==> src/verilog/pwm_pkg.sv <==
`default_nettype none

package pwm_pkg;

    // Width of one duty value.
    localparam int unsigned duty_width = 10;

    // A duty of duty_full_scale would mean the output is always high.
    localparam int unsigned duty_full_scale = 1024;

    // Width of the period counter inside the generator.
    localparam int unsigned count_width = 32;

    typedef logic [duty_width-1:0] duty_t;

endpackage

`default_nettype wire

==> src/verilog/drive_pkg.sv <==
`default_nettype none

package drive_pkg;

    // ********************
    // Driving modes
    // ********************

    typedef enum logic [2:0] {
        mode_straight,
        mode_turn_left,
        mode_turn_right,
        mode_sharp_left,
        mode_sharp_right,
        mode_back
    } drive_mode_t;

    // ********************
    // Sensor patterns
    // ********************

    // Bit 2 is the left tracker, bit 1 the middle and bit 0 the right one.
    localparam logic [2:0] pat_none       = 3'b000;
    localparam logic [2:0] pat_right      = 3'b001;
    localparam logic [2:0] pat_middle     = 3'b010;
    localparam logic [2:0] pat_mid_right  = 3'b011;
    localparam logic [2:0] pat_left       = 3'b100;
    localparam logic [2:0] pat_left_right = 3'b101; // The mode holds on this pattern.
    localparam logic [2:0] pat_left_mid   = 3'b110;
    localparam logic [2:0] pat_all        = 3'b111;

    // ********************
    // Wheel speeds
    // ********************

    // Duty values out of a full scale of 1024.
    localparam int unsigned speed_straight  = 1023;
    localparam int unsigned speed_turn_in   = 723;
    localparam int unsigned speed_turn_out  = 1023;
    localparam int unsigned speed_sharp_in  = 512;  // Inner wheel runs backwards.
    localparam int unsigned speed_sharp_out = 1023;
    localparam int unsigned speed_back      = 767;

endpackage

`default_nettype wire
==> src/verilog/motor_cmd_if.sv <==
`timescale 1ns/1ps
`default_nettype none

interface motor_cmd_if import pwm_pkg::*; ();

    duty_t left_duty;
    duty_t right_duty;
    logic  left_forward;
    logic  right_forward;
    logic  update;  // One cycle high when the fields above take new values.

    modport source (
        output left_duty,
        output right_duty,
        output left_forward,
        output right_forward,
        output update
    );

    modport sink (
        input left_duty,
        input right_duty,
        input left_forward,
        input right_forward,
        input update
    );

endinterface

`default_nettype wire

==> src/verilog/line_follower.sv <==
`timescale 1ns/1ps
`default_nettype none

module line_follower import drive_pkg::*; #(
    parameter int unsigned clk_freq_hz   = 100_000_000,
    parameter int unsigned pwm_freq_hz   = 25_000,
    parameter int unsigned sample_period = 100000
) (
    input  logic        clk,
    input  logic        reset,
    input  logic [2:0]  sensor,
    output logic        pwm_left,
    output logic        pwm_right,
    output logic        dir_left,
    output logic        dir_right,
    output drive_mode_t mode
);

    logic mode_strobe;

    motor_cmd_if cmd ();

    tracker_sensor #(
        .sample_period (sample_period)
    ) i_tracker_sensor (
        .clk         (clk),
        .reset       (reset),
        .sensor      (sensor),
        .mode        (mode),
        .mode_strobe (mode_strobe)
    );

    motor_drive i_motor_drive (
        .clk         (clk),
        .reset       (reset),
        .mode        (mode),
        .mode_strobe (mode_strobe),
        .cmd         (cmd)
    );

    // ********************
    // Wheel outputs
    // ********************

    pwm_gen #(
        .clk_freq_hz (clk_freq_hz),
        .pwm_freq_hz (pwm_freq_hz)
    ) i_pwm_left (
        .clk   (clk),
        .reset (reset),
        .duty  (cmd.left_duty),
        .pwm   (pwm_left)
    );

    pwm_gen #(
        .clk_freq_hz (clk_freq_hz),
        .pwm_freq_hz (pwm_freq_hz)
    ) i_pwm_right (
        .clk   (clk),
        .reset (reset),
        .duty  (cmd.right_duty),
        .pwm   (pwm_right)
    );

    assign dir_left  = cmd.left_forward;  // High means forward.
    assign dir_right = cmd.right_forward;

endmodule

`default_nettype wire

==> src/verilog/pwm_gen.sv <==
`timescale 1ns/1ps
`default_nettype none

module pwm_gen import pwm_pkg::*; #(
    parameter int unsigned clk_freq_hz = 100_000_000,
    parameter int unsigned pwm_freq_hz = 25_000
) (
    input  logic  clk,
    input  logic  reset,
    input  duty_t duty,
    output logic  pwm
);

    localparam int unsigned prod_width = count_width + duty_width;

    // The period in clock cycles is fixed at elaboration.
    localparam int unsigned period = clk_freq_hz / pwm_freq_hz;
    localparam logic [count_width-1:0] period_last = count_width'(period - 1);
    localparam logic [prod_width-1:0]  period_wide = prod_width'(period);

    logic [count_width-1:0] count;
    logic [count_width-1:0] threshold;
    logic [prod_width-1:0]  product;
    logic                   wrap;

    assign wrap    = (count == period_last);
    assign product = period_wide * prod_width'(duty);

    // ********************
    // Period counter
    // ********************

    always_ff @(posedge clk or posedge reset) begin
        if (reset) begin
            count     <= '0;
            threshold <= '0;
        end else if (wrap) begin
            count     <= '0;
            // Full scale is a power of two, so this is a plain shift.
            threshold <= count_width'(product / duty_full_scale);
        end else begin
            count <= count + 1'b1;
        end
    end

    // High for the first threshold cycles of every period.
    always_ff @(posedge clk or posedge reset) begin
        if (reset) begin
            pwm <= 1'b0;
        end else begin
            pwm <= (count < threshold);
        end
    end

endmodule

`default_nettype wire

==> src/verilog/motor_drive.sv <==
`timescale 1ns/1ps
`default_nettype none

module motor_drive import drive_pkg::*, pwm_pkg::*; (
    input  logic           clk,
    input  logic           reset,
    input  drive_mode_t    mode,
    input  logic           mode_strobe,
    motor_cmd_if.source    cmd
);

    localparam duty_t duty_straight  = duty_width'(speed_straight);
    localparam duty_t duty_turn_in   = duty_width'(speed_turn_in);
    localparam duty_t duty_turn_out  = duty_width'(speed_turn_out);
    localparam duty_t duty_sharp_in  = duty_width'(speed_sharp_in);
    localparam duty_t duty_sharp_out = duty_width'(speed_sharp_out);
    localparam duty_t duty_back      = duty_width'(speed_back);

    duty_t next_left_duty;
    duty_t next_right_duty;
    logic  next_left_forward;
    logic  next_right_forward;

    // ********************
    // Speed table
    // ********************

    always_comb begin
        next_left_duty     = duty_straight;
        next_right_duty    = duty_straight;
        next_left_forward  = 1'b1;
        next_right_forward = 1'b1;
        case (mode)
            mode_straight: begin
                next_left_duty  = duty_straight;
                next_right_duty = duty_straight;
            end
            mode_turn_left: begin
                next_left_duty  = duty_turn_in;
                next_right_duty = duty_turn_out;
            end
            mode_turn_right: begin
                next_left_duty  = duty_turn_out;
                next_right_duty = duty_turn_in;
            end
            mode_sharp_left: begin
                next_left_duty    = duty_sharp_in;
                next_right_duty   = duty_sharp_out;
                next_left_forward = 1'b0; // Pivot on the left wheel.
            end
            mode_sharp_right: begin
                next_left_duty     = duty_sharp_out;
                next_right_duty    = duty_sharp_in;
                next_right_forward = 1'b0;
            end
            mode_back: begin
                next_left_duty     = duty_back;
                next_right_duty    = duty_back;
                next_left_forward  = 1'b0;
                next_right_forward = 1'b0;
            end
            default: ;
        endcase
    end

    // Fields move only together with the update strobe.
    always_ff @(posedge clk or posedge reset) begin
        if (reset) begin
            cmd.left_duty     <= '0;
            cmd.right_duty    <= '0;
            cmd.left_forward  <= 1'b0;
            cmd.right_forward <= 1'b0;
            cmd.update        <= 1'b0;
        end else begin
            cmd.update <= mode_strobe;
            if (mode_strobe) begin
                cmd.left_duty     <= next_left_duty;
                cmd.right_duty    <= next_right_duty;
                cmd.left_forward  <= next_left_forward;
                cmd.right_forward <= next_right_forward;
            end
        end
    end

endmodule

`default_nettype wire

==> src/verilog/tracker_sensor.sv <==
`timescale 1ns/1ps
`default_nettype none

module tracker_sensor import drive_pkg::*; #(
    parameter int unsigned sample_period = 100000
) (
    input  logic        clk,
    input  logic        reset,
    input  logic [2:0]  sensor,
    output drive_mode_t mode,
    output logic        mode_strobe
);

    localparam int unsigned tick_width = (sample_period > 1) ? $clog2(sample_period) : 1;
    localparam logic [tick_width-1:0] tick_last = tick_width'(sample_period - 1);

    logic [tick_width-1:0] tick_count;
    logic                  tick;
    logic [2:0]            sensor_meta;
    logic [2:0]            sensor_sync;
    drive_mode_t           candidate;
    logic                  candidate_valid;
    drive_mode_t           prev_candidate;
    logic                  prev_valid;

    // ********************
    // Sample tick
    // ********************

    assign tick = (tick_count == tick_last);

    always_ff @(posedge clk or posedge reset) begin
        if (reset) begin
            tick_count <= '0;
        end else if (tick) begin
            tick_count <= '0;
        end else begin
            tick_count <= tick_count + 1'b1;
        end
    end

    // The tracker pins are asynchronous to clk.
    always_ff @(posedge clk or posedge reset) begin
        if (reset) begin
            sensor_meta <= '0;
            sensor_sync <= '0;
        end else begin
            sensor_meta <= sensor;
            sensor_sync <= sensor_meta;
        end
    end

    // ********************
    // Pattern decode
    // ********************

    always_comb begin
        candidate       = mode_straight;
        candidate_valid = 1'b1;
        case (sensor_sync)
            pat_middle, pat_all: candidate = mode_straight;
            pat_left_mid:        candidate = mode_turn_left;
            pat_mid_right:       candidate = mode_turn_right;
            pat_left:            candidate = mode_sharp_left;
            pat_right:           candidate = mode_sharp_right;
            pat_none:            candidate = mode_back;
            pat_left_right:      candidate_valid = 1'b0;
            default:             candidate_valid = 1'b0;
        endcase
    end

    // A mode is taken only when two ticks in a row agree on it.
    always_ff @(posedge clk or posedge reset) begin
        if (reset) begin
            prev_candidate <= mode_straight;
            prev_valid     <= 1'b0;
            mode           <= mode_straight;
            mode_strobe    <= 1'b0;
        end else begin
            mode_strobe <= 1'b0;
            if (tick) begin
                prev_candidate <= candidate;
                prev_valid     <= candidate_valid;
                if (candidate_valid && prev_valid && (candidate == prev_candidate)) begin
                    mode        <= candidate;
                    mode_strobe <= 1'b1; // Pulses even when the mode is unchanged.
                end
            end
        end
    end

endmodule

`default_nettype wire

==> config.mk <==
export PLATFORM = sky130hd
export DESIGN_NAME = line_follower
export DESIGN_NICKNAME = d
export VERILOG_FILES = /design/src/verilog/pwm_pkg.sv /design/src/verilog/drive_pkg.sv /design/src/verilog/motor_cmd_if.sv /design/src/verilog/line_follower.sv /design/src/verilog/pwm_gen.sv /design/src/verilog/motor_drive.sv /design/src/verilog/tracker_sensor.sv
export SDC_FILE = /design/constraint.sdc
export NUM_CORES = 1
export LEC_CHECK = 0
export BUFFER_PORTS_ARGS = -buffer_cell sky130_fd_sc_hd__buf_2
export CAP_MARGIN = 20
export CORE_MARGIN = 3
export CORE_UTILIZATION = 30
export CTS_CLUSTER_DIAMETER = 100
export CTS_CLUSTER_SIZE = 24
export DETAILED_ROUTE_END_ITERATION = 16
export GPL_ROUTABILITY_DRIVEN = 0
export HOLD_SLACK_MARGIN = 0.05
export PLACE_DENSITY = 0.55
export SYNTH_ARGS = -nofsm -noshare
export SYNTH_HDL_FRONTEND = slang
export SYNTH_SLANG_ARGS = --single-unit
==> constraint.sdc <==
create_clock -name clk -period 10.2 [get_ports clk]
set_input_delay 2.55 -clock clk [delete_from_list [all_inputs] [get_ports clk]]
set_output_delay 2.55 -clock clk [all_outputs]
set_load 0.005 [all_outputs]
==> impl_results.md <==
- Hold Fails Final Rpt: 0
- Slowest stage cell, crit path: dfrtp_1
- Ys async rst share: between 90% and 100%
- # port buffers: 11
- Post-CTS setup buffer count: 0
- WP data required: 10.49 ns
- Critical path type: register to register
- Period Utilization, post-route: 41.6%
- DR iter-0 viols: 233
- CP Capture Type: register
- Tmin final: 4.25 ns
- Clk buf depth: 2
- # Max-Cap Violations: 0
- Critical Path Most Common Cell: ha_1
- Fmax: between 0.2 and 0.25 GHz
- Drt first pass iters: 4
- Setup Viol. Count Final: 0
- Dpl cells: between 1000 and 1500
- Hold buffers post-CTS: 0
- WL/cell: 12.3 um
- Syn_area_per_cell: 10.2 um2
- Number of H-tree levels: 4
- Ys Warns: 0
- Setup Skew: 0.0179 ns
- Nets: 924
- Vias in the first global route: 5436
- PD cells: 129 nW/um2
- Lkg Pwr: 4.38 nW
- GR Overflow Total: 0
- Setup WS post-layout: 5.95 ns
- Pins over their slew limit: 0
- Mapped Cells: 792
- EDFF count, synth: 0
- Initial antenna violation count: 0
- # rows: 59
- Clk root buf: clkbuf_16
- First-pass GRT wire length: 25.9 mm
- Startpoint types: register
- Core ar.: 26200 um2
- Share of layout cells above drive strength 1: 8.96%
- Sequential area share after synthesis: between 30 and 40%
- Worst reg-to-reg setup slack: roughly 6.0 ns
- Net Count, Synth: between 900 and 1000
- Main synth FF type: dfrtp_1
- Antenna Nets Post-Route: 0
- CP Cell Sequence: inv_1 > ha_1 > xnor2_1 > fa_1 > fa_1 > inv_1 > ha_1 > ha_1 > nor2_1 > a211oi_1 > a31oi_1 > a21oi_1 > xnor2_1 > a21oi_1
- Starting Density: 30.7%
- Dpl hpwl: 10.2 mm
- Maximum VDD drop: 0.0000856 V
- Overall global routing resource usage: a little over a tenth
- Clk slew on worst S/H paths: 0.06 ns
- Diodes inserted: 0
- RSZ-0062 raised after global routing: false
- CTS Buf Count: 17
- Largest net degree at the start of global routing: 76
- FF+latch count, synth: 128
- Io pins: 12
- DIE AREA: 28800 um2
- # clock sinks: around 130
- Top delay family on crit path: adder cells
- DIE HEIGHT: between 150 and 200 um
- CP max stage delay: 0.54 ns
- Slew at the pin with the worst max-slew slack: between 0.9 and 1 ns
- Max FO, Critical Path: 9
- Drt via density: 4.65
- Post-Layout Cell Count: 1161
- Hold/Removal Path Class: register to register
- Hold_ws: about 0.35 ns
- Crit path DAT: 4.53 ns
- Critical path buffer and inverter count: 2
- Max-slew headroom: 36.3%
- Final WL: 14.2 mm
- Synth cell types: ~70
- Die width: about 170 um
- Setup TNS: 0 ns
- Synthesized cell area: 8050 um2
- Cts repair resizes: 0
- Place WS: slightly below 6 ns
- Outcome: complete, no violations
- Worst skew pair latency: 0.43 ns
- Residual DRC count: 0
- Via count: 5404
- CTS tree: built
- Area delta synth->final: 13.1%
where the power goes:
part           leakage (nW)  total [mW]  internal (mW)  switching [mW]
combinational          2.34      0.0135        0.00207          0.0114
sequential             1.73       0.510          0.509        0.000836
clock                 0.305       0.647          0.394           0.252
total                  4.38        1.17          0.905           0.265
registers in the layout, indices dropped and copies added, names as in the netlist, 3 cells and up:
register and flops:
i_motor_drive.cmd.right_duty 4, i_tracker_sensor.prev_candidate 3, i_pwm_left.threshold 11, i_tracker_sensor.sensor_meta 3
i_motor_drive.cmd.left_duty 3, i_tracker_sensor.sensor_sync 3, i_tracker_sensor.mode 3, i_pwm_right.count 32
i_tracker_sensor.tick_count 17, i_pwm_right.threshold 11, i_pwm_left.count 32
cell type report:
| cell class | instances | area, um2 |
|---|---|---|
| clock buffers | 18 | 429 |
| well taps | 335 | 419 |
| clock inverters | 14 | 191 |
| inverters | 65 | 249 |
| repair buffers | 12 | 62.6 |
| fillers | 2624 | 17100 |
| multi-input cells | 589 | 4550 |
| flip-flops and latches | 128 | 3200 |
worst paths after layout:
| check | startpoint | to | cells past startpoint |
|---|---|---|---|
| worst max-delay path | i_motor_drive.cmd.right_duty[7] | i_pwm_right.threshold[10] | 14 |
| worst min-delay path | i_tracker_sensor.sensor_meta[2] | i_tracker_sensor.sensor_sync[2] | 0 |
| worst max register to register | i_motor_drive.cmd.right_duty[7] | i_pwm_right.threshold[10] | 14 |
| worst min register to register | i_tracker_sensor.sensor_meta[2] | i_tracker_sensor.sensor_sync[2] | 0 |
| max in group asynchronous | reset | i_motor_drive.cmd.right_duty[5] | 3 |
| min in group asynchronous | reset | i_pwm_right.count[10] | 2 |
per-layer routing:
metal | GRT usage, % | up-vias | part of all wire [%] | routed length [um]
li1 | - | 2775 | - | -
met1 | 15.4 | 2571 | 52 | 7420
met2 | 16.5 | 47 | 44 | 6320
met3 | 2.52 | 11 | 2.6 | 368
met4 | 3.27 | 0 | 0.85 | 121
met5 | 0 | - | 0 | 0
through the flow:
step / area [um2] / total power, mW / util, %
CTS: 9100 / 1.20 / 34.7
global placement: 8480 / 0.534 / 32.4
global route: 9100 / 1.22 / 34.7
finish: 9100 / 1.17 / 34.7
detailed placement: 8480 / 0.534 / 32.4
floorplan: 8050 / 0.529 / -
kinds of logic (layout without fill, tap and decap cells):
family                   count (synthesis)  in the layout  synth area share, %
multiplexers                            10             10                 1.31
buffers and inverters                   75            109                 3.72
flip-flops                             128            128                 39.8
AND/OR/NAND/NOR                        279            279                 19.0
adder cells (fa/ha/maj)                106            106                 18.0
XOR/XNOR                               100            100                 10.9
AO/OA/AOI/OAI                           94             94                 7.32
cells in the mapped netlist (4+ instances only):
master | count | area [um2]
nand3_1 | 31 | 155
dfrtp_1 | 128 | 3200
ha_1 | 90 | 1130
nor2_1 | 75 | 282
mux2i_1 | 6 | 60.1
nor2b_1 | 8 | 50.1
o21ai_0 | 32 | 160
or2_2 | 5 | 31.3
xnor2_1 | 64 | 561
nand2b_1 | 11 | 68.8
fa_1 | 16 | 320
mux2_2 | 4 | 45.0
a21o_1 | 12 | 90.1
nor4_1 | 7 | 43.8
nand2_1 | 56 | 210
a21oi_1 | 19 | 95.1
nand4_1 | 24 | 150
nor3_1 | 10 | 50.1
or4_1 | 5 | 37.5
and3_1 | 10 | 62.6
clkbuf_1 | 5 | 18.8
inv_1 | 65 | 244
a31oi_1 | 5 | 31.3
and4_1 | 9 | 78.8
xor2_1 | 36 | 315
cell usage in the layout (no fill, tap or decap), types with 12 or more instances in the layout:
cell type	netlist	layout
dfrtp_1	128	128
ha_1	90	90
nor2_1	75	75
inv_1	65	64
xnor2_1	64	64
nand2_1	56	56
xor2_1	36	36
o21ai_0	32	32
nand3_1	31	31
nand4_1	24	24
a21oi_1	19	19
clkbuf_16	0	17
fa_1	16	16
a21o_1	12	12
No activity file was read; power rests on OpenSTA's default activity.
